`src/verilog/gat_coef_settings.svh`:
```
// shared sizes, widths and register offsets of the GAT coefficient engine, include where needed
`ifndef GAT_COEF_SETTINGS_SVH
`define GAT_COEF_SETTINGS_SVH

// ====================================================================
// data path
// ====================================================================
// features per WH row, power of two for the adder tree
`define GAT_NUM_FEAT        4
`define GAT_A_WIDTH         8
`define GAT_WH_WIDTH        12
`define GAT_DOT_WIDTH       19
`define GAT_COEF_WIDTH      8
// dot width minus coefficient width
`define GAT_COEF_SHIFT      11
`define GAT_FIFO_DEPTH      8

// ====================================================================
// AXI4-Lite register map
// ====================================================================
`define GAT_AXI_ADDR_WIDTH  6
// one weight per 32-bit word, byte lane 0
`define GAT_REG_A_BASE      'h00
`define GAT_REG_COUNT       'h20

`endif

```
`src/verilog/gat_coef_pkg.sv`:
```
// element, dot-product and coefficient types of the GAT coefficient engine, referenced by scope
`include "gat_coef_settings.svh"

package gat_coef_pkg;

  // scalar elements
  typedef logic signed [`GAT_A_WIDTH-1:0]   a_elem_t;
  typedef logic signed [`GAT_WH_WIDTH-1:0]  wh_elem_t;
  typedef logic signed [`GAT_DOT_WIDTH-1:0] dot_t;
  typedef logic [`GAT_COEF_WIDTH-1:0]       coef_t;

  // one half of the attention vector
  typedef a_elem_t [`GAT_NUM_FEAT-1:0] a_vec_t;

  // one row of WH, element 0 in the low bits
  typedef wh_elem_t [`GAT_NUM_FEAT-1:0] wh_row_t;

  // both dot products of one row plus its source marker
  typedef struct packed {
    logic src_flag;
    dot_t src_dot;
    dot_t nbr_dot;
  } dot_pair_t;

endpackage

```
`src/verilog/dot_if.sv`:
```
// result bus from the dot-product tree to the coefficient stage, one row result per valid cycle
`timescale 1ns/1ps

interface dot_if;

  logic                    valid;
  // source flag, source dot and neighbour dot of the same row
  gat_coef_pkg::dot_pair_t res;

  modport producer (
    output valid,
    output res
  );

  modport consumer (
    input valid,
    input res
  );

endinterface

```
`src/verilog/attn_weight_regs.sv`:
```
// AXI4-Lite register block with the attention weights and the emitted-coefficient counter
`timescale 1ns/1ps
`include "gat_coef_settings.svh"

module attn_weight_regs (
  input  logic                            clk,
  input  logic                            rst_n,
  input  logic                            s_awvalid_i,
  output logic                            s_awready_o,
  input  logic [`GAT_AXI_ADDR_WIDTH-1:0]  s_awaddr_i,
  input  logic                            s_wvalid_i,
  output logic                            s_wready_o,
  input  logic [31:0]                     s_wdata_i,
  input  logic [3:0]                      s_wstrb_i,
  output logic                            s_bvalid_o,
  input  logic                            s_bready_i,
  output logic [1:0]                      s_bresp_o,
  input  logic                            s_arvalid_i,
  output logic                            s_arready_o,
  input  logic [`GAT_AXI_ADDR_WIDTH-1:0]  s_araddr_i,
  output logic                            s_rvalid_o,
  input  logic                            s_rready_i,
  output logic [31:0]                     s_rdata_o,
  output logic [1:0]                      s_rresp_o,
  input  logic                            coef_pop_i,
  output gat_coef_pkg::a_vec_t            a_src_o,
  output gat_coef_pkg::a_vec_t            a_nbr_o
);

  localparam int         ADDR_W      = `GAT_AXI_ADDR_WIDTH;
  localparam int         NF          = `GAT_NUM_FEAT;
  localparam int         NW          = 2 * NF;
  localparam int         IDX_W       = $clog2(NW);
  localparam logic [1:0] RESP_OKAY   = 2'b00;
  localparam logic [1:0] RESP_SLVERR = 2'b10;

  gat_coef_pkg::a_elem_t a_reg [NW];
  logic                  aw_full;
  logic                  w_full;
  logic [ADDR_W-1:0]     aw_addr_q;
  logic [7:0]            w_byte_q;
  logic                  w_strb_q;
  logic                  do_wr;
  logic [31:0]           coef_cnt;
  logic [31:0]           rd_word;
  logic [1:0]            rd_resp;

  function automatic logic weight_hit(input logic [ADDR_W-1:0] addr);
    logic [ADDR_W-1:0] off;
    off = addr - ADDR_W'(`GAT_REG_A_BASE);
    return off < ADDR_W'(4 * NW);
  endfunction

  function automatic logic [IDX_W-1:0] weight_idx(input logic [ADDR_W-1:0] addr);
    logic [ADDR_W-1:0] off;
    off = addr - ADDR_W'(`GAT_REG_A_BASE);
    return off[IDX_W+1:2];
  endfunction

  // ==================================================================
  // write channel
  // ==================================================================
  assign s_awready_o = !aw_full;
  assign s_wready_o  = !w_full;
  // address and data may come in either order
  assign do_wr       = aw_full && w_full && !s_bvalid_o;

  always_ff @(posedge clk) begin
    if (s_awvalid_i && s_awready_o) begin
      aw_addr_q <= s_awaddr_i;
    end
    if (s_wvalid_i && s_wready_o) begin
      w_byte_q <= s_wdata_i[7:0];
      w_strb_q <= s_wstrb_i[0];
    end
  end

  always_ff @(posedge clk or negedge rst_n) begin
    if (!rst_n) begin
      aw_full    <= 1'b0;
      w_full     <= 1'b0;
      s_bvalid_o <= 1'b0;
      s_bresp_o  <= RESP_OKAY;
      for (int i = 0; i < NW; i++) begin
        a_reg[i] <= '0;
      end
    end else begin
      if (s_awvalid_i && s_awready_o) begin
        aw_full <= 1'b1;
      end
      if (s_wvalid_i && s_wready_o) begin
        w_full <= 1'b1;
      end
      if (do_wr) begin
        aw_full    <= 1'b0;
        w_full     <= 1'b0;
        s_bvalid_o <= 1'b1;
        // counter is read only, so only weights accept writes
        if (weight_hit(aw_addr_q)) begin
          s_bresp_o <= RESP_OKAY;
          if (w_strb_q) begin
            a_reg[weight_idx(aw_addr_q)] <= w_byte_q;
          end
        end else begin
          s_bresp_o <= RESP_SLVERR;
        end
      end else if (s_bready_i) begin
        s_bvalid_o <= 1'b0;
      end
    end
  end

  // ==================================================================
  // read channel
  // ==================================================================
  assign s_arready_o = !s_rvalid_o;

  always_comb begin
    rd_word = '0;
    rd_resp = RESP_SLVERR;
    if (weight_hit(s_araddr_i)) begin
      rd_word = {{(32 - `GAT_A_WIDTH){1'b0}}, a_reg[weight_idx(s_araddr_i)]};
      rd_resp = RESP_OKAY;
    end else if (s_araddr_i == ADDR_W'(`GAT_REG_COUNT)) begin
      rd_word = coef_cnt;
      rd_resp = RESP_OKAY;
    end
  end

  always_ff @(posedge clk) begin
    if (s_arvalid_i && s_arready_o) begin
      s_rdata_o <= rd_word;
    end
  end

  always_ff @(posedge clk or negedge rst_n) begin
    if (!rst_n) begin
      s_rvalid_o <= 1'b0;
      s_rresp_o  <= RESP_OKAY;
    end else if (s_arvalid_i && s_arready_o) begin
      s_rvalid_o <= 1'b1;
      s_rresp_o  <= rd_resp;
    end else if (s_rready_i) begin
      s_rvalid_o <= 1'b0;
    end
  end

  // one count per coefficient leaving the output port
  always_ff @(posedge clk or negedge rst_n) begin
    if (!rst_n) begin
      coef_cnt <= '0;
    end else if (coef_pop_i) begin
      coef_cnt <= coef_cnt + 32'd1;
    end
  end

  // weights 0..NF-1 source half, the rest neighbour half
  always_comb begin
    for (int k = 0; k < NF; k++) begin
      a_src_o[k] = a_reg[k];
      a_nbr_o[k] = a_reg[NF+k];
    end
  end

  a_b_after_write: assert property (@(posedge clk) disable iff (!rst_n)
    $rose(s_bvalid_o) |-> $past(aw_full && w_full));

  a_r_hold: assert property (@(posedge clk) disable iff (!rst_n)
    s_rvalid_o && !s_rready_i |=> s_rvalid_o && $stable(s_rdata_o));

endmodule

```
`src/verilog/coef_relu_stage.sv`:
```
// source hold, ReLU and shift of each row result, output FIFO and input credit
`timescale 1ns/1ps
`include "gat_coef_settings.svh"

module coef_relu_stage (
  input  logic                clk,
  input  logic                rst_n,
  dot_if.consumer             dot,
  output logic                accept_o,
  output logic                coef_valid_o,
  input  logic                coef_ready_i,
  output gat_coef_pkg::coef_t coef_o,
  output logic                coef_pop_o
);

  localparam int DEPTH = `GAT_FIFO_DEPTH;
  localparam int PTR_W = $clog2(DEPTH);
  localparam int CNT_W = PTR_W + 1;
  // accept edge to FIFO write edge
  localparam int LAT   = $clog2(`GAT_NUM_FEAT) + 1;

  gat_coef_pkg::dot_t             src_hold;
  gat_coef_pkg::dot_t             src_sel;
  logic signed [`GAT_DOT_WIDTH:0] sum;
  gat_coef_pkg::coef_t            coef_new;
  gat_coef_pkg::coef_t            mem [DEPTH];
  logic [PTR_W-1:0]               wr_ptr;
  logic [PTR_W-1:0]               rd_ptr;
  logic [CNT_W-1:0]               occ;
  logic [CNT_W-1:0]               occ_next;
  logic [CNT_W-1:0]               inflight;
  logic [CNT_W-1:0]               inflight_next;
  logic [LAT-1:0]                 acc_hist;
  logic                           fifo_wr;
  logic                           fifo_rd;

  // ==================================================================
  // coefficient
  // ==================================================================
  // a source row uses its own product right away
  assign src_sel  = (dot.valid && dot.res.src_flag) ? dot.res.src_dot : src_hold;
  assign sum      = src_sel + dot.res.nbr_dot;
  assign coef_new = sum[`GAT_DOT_WIDTH] ? '0 : gat_coef_pkg::coef_t'(sum >>> `GAT_COEF_SHIFT);

  always_ff @(posedge clk or negedge rst_n) begin
    if (!rst_n) begin
      src_hold <= '0;
    end else if (dot.valid && dot.res.src_flag) begin
      src_hold <= dot.res.src_dot;
    end
  end

  // ==================================================================
  // output FIFO
  // ==================================================================
  assign fifo_wr      = dot.valid;
  assign fifo_rd      = coef_valid_o && coef_ready_i;
  assign coef_valid_o = (occ != '0);
  assign coef_o       = mem[rd_ptr];
  assign coef_pop_o   = fifo_rd;

  always_ff @(posedge clk) begin
    if (fifo_wr) begin
      mem[wr_ptr] <= coef_new;
    end
  end

  // ==================================================================
  // credit
  // ==================================================================
  // each accept cycle reserves one slot until its row would reach the FIFO
  assign occ_next      = occ + CNT_W'(fifo_wr) - CNT_W'(fifo_rd);
  assign inflight_next = inflight + CNT_W'(accept_o) - CNT_W'(acc_hist[LAT-1]);

  always_ff @(posedge clk or negedge rst_n) begin
    if (!rst_n) begin
      wr_ptr   <= '0;
      rd_ptr   <= '0;
      occ      <= '0;
      inflight <= '0;
      acc_hist <= '0;
      accept_o <= 1'b0;
    end else begin
      if (fifo_wr) begin
        wr_ptr <= wr_ptr + 1'b1;
      end
      if (fifo_rd) begin
        rd_ptr <= rd_ptr + 1'b1;
      end
      occ      <= occ_next;
      inflight <= inflight_next;
      acc_hist <= {acc_hist[LAT-2:0], accept_o};
      accept_o <= ({1'b0, occ_next} + {1'b0, inflight_next}) < (CNT_W + 1)'(DEPTH);
    end
  end

  // the tree cannot stall, so the credit alone has to keep the FIFO from filling
  a_no_overflow: assert property (@(posedge clk) disable iff (!rst_n)
    fifo_wr |-> (occ < CNT_W'(DEPTH)) || fifo_rd);

  a_credit: assert property (@(posedge clk) disable iff (!rst_n)
    accept_o |=> ({1'b0, occ} + {1'b0, inflight}) <= (CNT_W + 1)'(DEPTH));

endmodule

```
`src/verilog/dot_product_tree.sv`:
```
// pipelined source and neighbour dot products of each accepted WH row, never stalls
`timescale 1ns/1ps
`include "gat_coef_settings.svh"

module dot_product_tree (
  input  logic                  clk,
  input  logic                  rst_n,
  input  logic                  wh_valid_i,
  input  gat_coef_pkg::wh_row_t wh_row_i,
  input  logic                  wh_src_i,
  input  logic                  accept_i,
  input  gat_coef_pkg::a_vec_t  a_src_i,
  input  gat_coef_pkg::a_vec_t  a_nbr_i,
  dot_if.producer               dot
);

  localparam int NF     = `GAT_NUM_FEAT;
  localparam int LEVELS = $clog2(NF);
  // multiply register plus one register per adder level
  localparam int LAT    = LEVELS + 1;

  // heap layout with the root at node 1 and the products at NF .. 2*NF-1
  gat_coef_pkg::dot_t src_node [1:2*NF-1];
  gat_coef_pkg::dot_t nbr_node [1:2*NF-1];
  logic [LAT-1:0]     vld_q;
  logic [LAT-1:0]     flag_q;
  logic               take;

  assign take = wh_valid_i && accept_i;

  // ==================================================================
  // multiply and adder levels
  // ==================================================================
  always_ff @(posedge clk) begin
    // every internal node sums its two children of the level below
    for (int n = 1; n < NF; n++) begin
      src_node[n] <= src_node[2*n] + src_node[2*n+1];
      nbr_node[n] <= nbr_node[2*n] + nbr_node[2*n+1];
    end
    if (take) begin
      for (int k = 0; k < NF; k++) begin
        src_node[NF+k] <= $signed(a_src_i[k]) * $signed(wh_row_i[k]);
        nbr_node[NF+k] <= $signed(a_nbr_i[k]) * $signed(wh_row_i[k]);
      end
    end
  end

  // valid and source flag ride beside the sums
  always_ff @(posedge clk or negedge rst_n) begin
    if (!rst_n) begin
      vld_q  <= '0;
      flag_q <= '0;
    end else begin
      vld_q  <= {vld_q[LAT-2:0], take};
      flag_q <= {flag_q[LAT-2:0], take && wh_src_i};
    end
  end

  assign dot.valid        = vld_q[LAT-1];
  assign dot.res.src_flag = flag_q[LAT-1];
  assign dot.res.src_dot  = src_node[1];
  assign dot.res.nbr_dot  = nbr_node[1];

  a_latency: assert property (@(posedge clk) disable iff (!rst_n)
    dot.valid == $past(take, LAT));

endmodule

```
`src/verilog/gat_coef_top.sv`:
```
// top level of the GAT coefficient engine with AXI4-Lite setup, WH row input and coefficient output
`timescale 1ns/1ps
`include "gat_coef_settings.svh"

module gat_coef_top (
  input  logic                                     clk,
  input  logic                                     rst_n,
  input  logic                                     s_awvalid_i,
  output logic                                     s_awready_o,
  input  logic [`GAT_AXI_ADDR_WIDTH-1:0]           s_awaddr_i,
  input  logic                                     s_wvalid_i,
  output logic                                     s_wready_o,
  input  logic [31:0]                              s_wdata_i,
  input  logic [3:0]                               s_wstrb_i,
  output logic                                     s_bvalid_o,
  input  logic                                     s_bready_i,
  output logic [1:0]                               s_bresp_o,
  input  logic                                     s_arvalid_i,
  output logic                                     s_arready_o,
  input  logic [`GAT_AXI_ADDR_WIDTH-1:0]           s_araddr_i,
  output logic                                     s_rvalid_o,
  input  logic                                     s_rready_i,
  output logic [31:0]                              s_rdata_o,
  output logic [1:0]                               s_rresp_o,
  input  logic                                     wh_valid_i,
  output logic                                     wh_ready_o,
  input  logic [`GAT_NUM_FEAT*`GAT_WH_WIDTH-1:0]   wh_row_i,
  input  logic                                     wh_src_i,
  output logic                                     coef_valid_o,
  input  logic                                     coef_ready_i,
  output logic [`GAT_COEF_WIDTH-1:0]               coef_o
);

  gat_coef_pkg::a_vec_t a_src;
  gat_coef_pkg::a_vec_t a_nbr;
  logic                 accept;
  logic                 coef_pop;

  dot_if dot_i ();

  assign wh_ready_o = accept;

  attn_weight_regs attn_weight_regs_i (
    .clk         (clk),
    .rst_n       (rst_n),
    .s_awvalid_i (s_awvalid_i),
    .s_awready_o (s_awready_o),
    .s_awaddr_i  (s_awaddr_i),
    .s_wvalid_i  (s_wvalid_i),
    .s_wready_o  (s_wready_o),
    .s_wdata_i   (s_wdata_i),
    .s_wstrb_i   (s_wstrb_i),
    .s_bvalid_o  (s_bvalid_o),
    .s_bready_i  (s_bready_i),
    .s_bresp_o   (s_bresp_o),
    .s_arvalid_i (s_arvalid_i),
    .s_arready_o (s_arready_o),
    .s_araddr_i  (s_araddr_i),
    .s_rvalid_o  (s_rvalid_o),
    .s_rready_i  (s_rready_i),
    .s_rdata_o   (s_rdata_o),
    .s_rresp_o   (s_rresp_o),
    .coef_pop_i  (coef_pop),
    .a_src_o     (a_src),
    .a_nbr_o     (a_nbr)
  );

  dot_product_tree dot_product_tree_i (
    .clk        (clk),
    .rst_n      (rst_n),
    .wh_valid_i (wh_valid_i),
    .wh_row_i   (wh_row_i),
    .wh_src_i   (wh_src_i),
    .accept_i   (accept),
    .a_src_i    (a_src),
    .a_nbr_i    (a_nbr),
    .dot        (dot_i.producer)
  );

  coef_relu_stage coef_relu_stage_i (
    .clk          (clk),
    .rst_n        (rst_n),
    .dot          (dot_i.consumer),
    .accept_o     (accept),
    .coef_valid_o (coef_valid_o),
    .coef_ready_i (coef_ready_i),
    .coef_o       (coef_o),
    .coef_pop_o   (coef_pop)
  );

endmodule
```
`config.mk`:
```
export PLATFORM = sky130hd
export DESIGN_NAME = gat_coef_top
export DESIGN_NICKNAME = d
export VERILOG_FILES = /design/src/verilog/gat_coef_pkg.sv /design/src/verilog/dot_if.sv /design/src/verilog/attn_weight_regs.sv /design/src/verilog/coef_relu_stage.sv /design/src/verilog/dot_product_tree.sv /design/src/verilog/gat_coef_top.sv
export VERILOG_INCLUDE_DIRS = /design/src /design/src/verilog
export SDC_FILE = /design/constraint.sdc
export NUM_CORES = 2
export LEC_CHECK = 0
export BUFFER_PORTS_ARGS = -buffer_cell sky130_fd_sc_hd__buf_4
export CAP_MARGIN = 10
export CELL_PAD_IN_SITES_DETAIL_PLACEMENT = 1
export CELL_PAD_IN_SITES_GLOBAL_PLACEMENT = 1
export CORE_UTILIZATION = 40
export DETAILED_ROUTE_END_ITERATION = 10
export GPL_TIMING_DRIVEN = 1
export HOLD_SLACK_MARGIN = 0.03
export PLACE_DENSITY_LB_ADDON = 0.15
export SETUP_SLACK_MARGIN = 0.5
export SLEW_MARGIN = 25
export SYNTH_ARGS = -nofsm -noshare
export SYNTH_HDL_FRONTEND = slang
export SYNTH_SLANG_ARGS = --single-unit
```
`constraint.sdc`:
```
create_clock -name clk -period 4.2 [get_ports clk]
set_input_delay 0.42 -clock clk [delete_from_list [all_inputs] [get_ports clk]]
set_output_delay 0.42 -clock clk [all_outputs]
set_load 0.02 [all_outputs]
```
==> run metrics <==
flop2flop setup slack=-0.36 ns; Min-Delay Path Class=in2reg; Async S/R FF share, synth=27.88%; Tot Pwr=55.76 mW; vias in the first global route=40,390; DP Wirelength=117.2 mm; GRT Overall Usage=23.35%; YS warnings=0; upper clock frequency limit=219.2 MHz; worst hold path endpoint=dot_product_tree_i.flag_q[0]; Nets=6,800; total number of H-tree levels=2; Mapped Avg Cell Area=10.27 um^2; Worst Setup Path Type=reg2reg; Core ar.=0.1240 mm^2; commonest cells in the netlist=880 x inv_1, 616 x fa_1, 520 x and2_1, 421 x ha_1, 317 x nand2_1; most frequent cell after synthesis=inv_1; VDD IR max=0.4585 mV; RSZ-0062 raised after global routing=yes; IO Port Bufs=125; Reg2Reg Depth=16; FF-to-FF Start=attn_weight_regs_i.a_src_o[18]; # setup viols final=43; DR pass1 iterations=8; setup tns final=-7.970 ns; post-synth cell types=74; Initial Util=40.37%; startpoint types=flop; count of final hold-check violations=0; Max-Cap Viols=0; r2r endpoint=dot_product_tree_i.src_node[0][131]; die width=355.7 um; synthesized area=0.05005 mm^2; die area=0.1265 mm^2; drt via density=4.990; Pint=31.15 mW; routing usage on met2=40.74%; antenna-violating nets left=0; Tightest Pin Transition=0.9400 ns; met1 Use GR=31.64%; routed wire length=146.1 mm; TritonCTS Buffers=61; busiest grt layer=met2; number of synthesized flops with an enable pin=261; # DRC=14; sequential power share=17.6%; CTS sink count=520; Hold Path Depth=2; Synth area leader=fa_1; share of cells above drive strength 1=28.83%; Pleak=30.11 nW; global placement routability congestion=0.8677; CP required=4.66 ns; Crit. End Element=flop; fin crit share=108.6%; First DRT Iteration DRCs=1,566; final hold slack=0.09431 ns; #FFs+latches synth=520; post-synthesis sequential area ratio=27.47%; Switch Pwr=24.62 mW; largest net degree at the start of global routing=98; clock tree buffer depth=3; vias post-DR=36,680; row count=129; die height=355.7 um; Primary FF master, synth=edfxtp_1; clock slew at reported path FFs=0.07 ns; Worst Clk Skew=0.05109 ns; top area cells in the synthesized netlist=fa_1 25%, edfxtp_1 16%, ha_1 11%; initial antenna violation count=15; Root Buffer=clkbuf_16; I/O pins=157; switching part of the total power=44.15%; CTS tree=yes; fillers=13,490; Max-slew headroom=37.10%; failing checks=design-rule violations, negative setup slack; Slew Limit Fails=0; Syn-to-layout area delta=27.06%; status=complete, but fails checks; clock power share=10.3%; first-pass GRT wire length=228.9 mm; drt wl/cell=19.87 um; Post-Syn Instances=4,872; worst-skew pair later-pin latency=0.71 ns; PnR worst setup slack=-0.3616 ns; critical path data arrival time=5.02 ns; Comb pwr share=72.1%; power per cell area=876.9 mW/mm^2; Hold Path Origin=wh_src_i; Max FO, Critical Path=4; minimum clock period=4.562 ns; top-area cell type share of the netlist area=24.64%; GRT overflow=0; met3 Use GR=2.090%
## power by group through the flow
stage	clock network [mW]	registers, mW	logic, mW
3_5_place_dp	0	9.97	36.3
6_report	5.74	9.84	40.2
3_3_place_gp	0	9.94	35.3
4_1_cts	5.87	9.86	38.4
2_1_floorplan	0	8.94	23.7
5_1_grt	6.04	9.99	44.8
## critical path, cell delays in order, from the launching register on
cell and delay, ns:
dfrtp_2 0.40, buf_6 0.14, nand2_4 0.05, fa_1 0.50, fa_1 0.51, inv_2 0.05
fa_1 0.56, inv_2 0.05, fa_1 0.56, inv_2 0.05, ha_4 0.16, o21bai_2 0.20
a31o_2 0.27, a211o_1 0.29, a31o_1 0.22, a21o_1 0.16, xor2_1 0.14
## state kept, by name (all words and copies together), names as in the netlist, 8 cells and up
name                          cells
dot_product_tree_i.src_node     133
attn_weight_regs_i.a_nbr_o       32
coef_relu_stage_i.src_hold       19
attn_weight_regs_i.a_src_o       32
coef_relu_stage_i.mem            64
attn_weight_regs_i.coef_cnt      32
attn_weight_regs_i.s_rdata_o     32
dot_product_tree_i.nbr_node     133
attn_weight_regs_i.w_byte_q       8
## worst max path at each step
stage	slack, ns	cells past startpoint	endpoint	start
after floorplan	-0.16	15	dot_product_tree_i.nbr_node[4][17]	attn_weight_regs_i.a_nbr_o[2]
after global placement	-0.49	17	dot_product_tree_i.src_node[0][151]	attn_weight_regs_i.a_src_o[28]
after detailed placement	-0.58	17	dot_product_tree_i.src_node[0][151]	attn_weight_regs_i.a_src_o[28]
after CTS	-0.35	16	dot_product_tree_i.src_node[0][151]	attn_weight_regs_i.a_src_o[29]
after global routing	-0.52	17	dot_product_tree_i.src_node[0][132]	attn_weight_regs_i.a_src_o[19]
final	-0.36	16	dot_product_tree_i.src_node[0][131]	attn_weight_regs_i.a_src_o[18]
## cell type report
cell class / instances / area [um^2] / share of cell area (%)
Antenna cell: 3 / 7.507 / 0.01181
Clock buffer: 73 / 1602 / 2.519
Clock inverter: 43 / 565.5 / 0.8893
Inverter: 888 / 3366 / 5.293
Multi-Input combinational cell: 3333 / 34850 / 54.80
Sequential cell: 520 / 13820 / 21.73
Tap cell: 1637 / 2048 / 3.221
Timing Repair Buffer: 853 / 7331 / 11.53
## routing by layer
| metal | vias up | wire [um] |
|---|---|---|
| met2 | 496 | 72150 |
| met5 | - | 41 |
| met3 | 155 | 4532 |
| met4 | 6 | 3220 |
| li1 | 17180 | - |
| met1 | 18840 | 66120 |
## cells by family after synthesis
group / share of synthesized area, %
and+or+nand+nor: 14.00
adders and majority gates: 35.17
buffers and inverters: 7.683
AOI/OAI and AO/OA: 7.103
DFF: 27.47
xor gates and xnor gates: 4.795
muxes: 3.775
other: 0.007493
## cells in the final DEF (no fill, tap or decap), types with 59 or more instances in the layout
cell type,synthesis,layout
inv_1,880,803
buf_4,3,683
fa_1,616,578
and2_1,520,457
ha_1,421,336
nand2_1,317,266
edfxtp_1,261,261
xnor2_1,213,192
nor2_1,221,190
buf_6,0,115
dfxtp_1,114,114
a21oi_1,155,107
mux2_2,94,94
dfrtp_1,145,87
a21o_1,77,77
inv_2,0,75
o21ai_0,89,71
ha_4,0,70
and2_4,0,63
clkbuf_16,0,63
xor2_1,61,59
## metrics by stage
step                area, um^2  utilization (%)  setup WS (ns)  instances
detailed placement       58260            47.00        -0.5803       7100
global route             63580            51.29        -0.5194       7347
global placement         58250            47.00        -0.4901       7100
finish                   63590            51.30        -0.3616       7350
floorplan                51700                -        -0.1636       4873
CTS                      62160            50.15        -0.3451       7298
## timing repair
action | in CTS | in global routing
hold endpoints to repair | 87 | 0
buffers inserted | 61 | 46
hold buffers | 21 | 0
pin swaps | 149 | 148
cloned | 0 | 2
endpoints found under the setup margin | 118 | 150
gates resized for setup | 303 | 265
(Power assumes the default switching activity.)
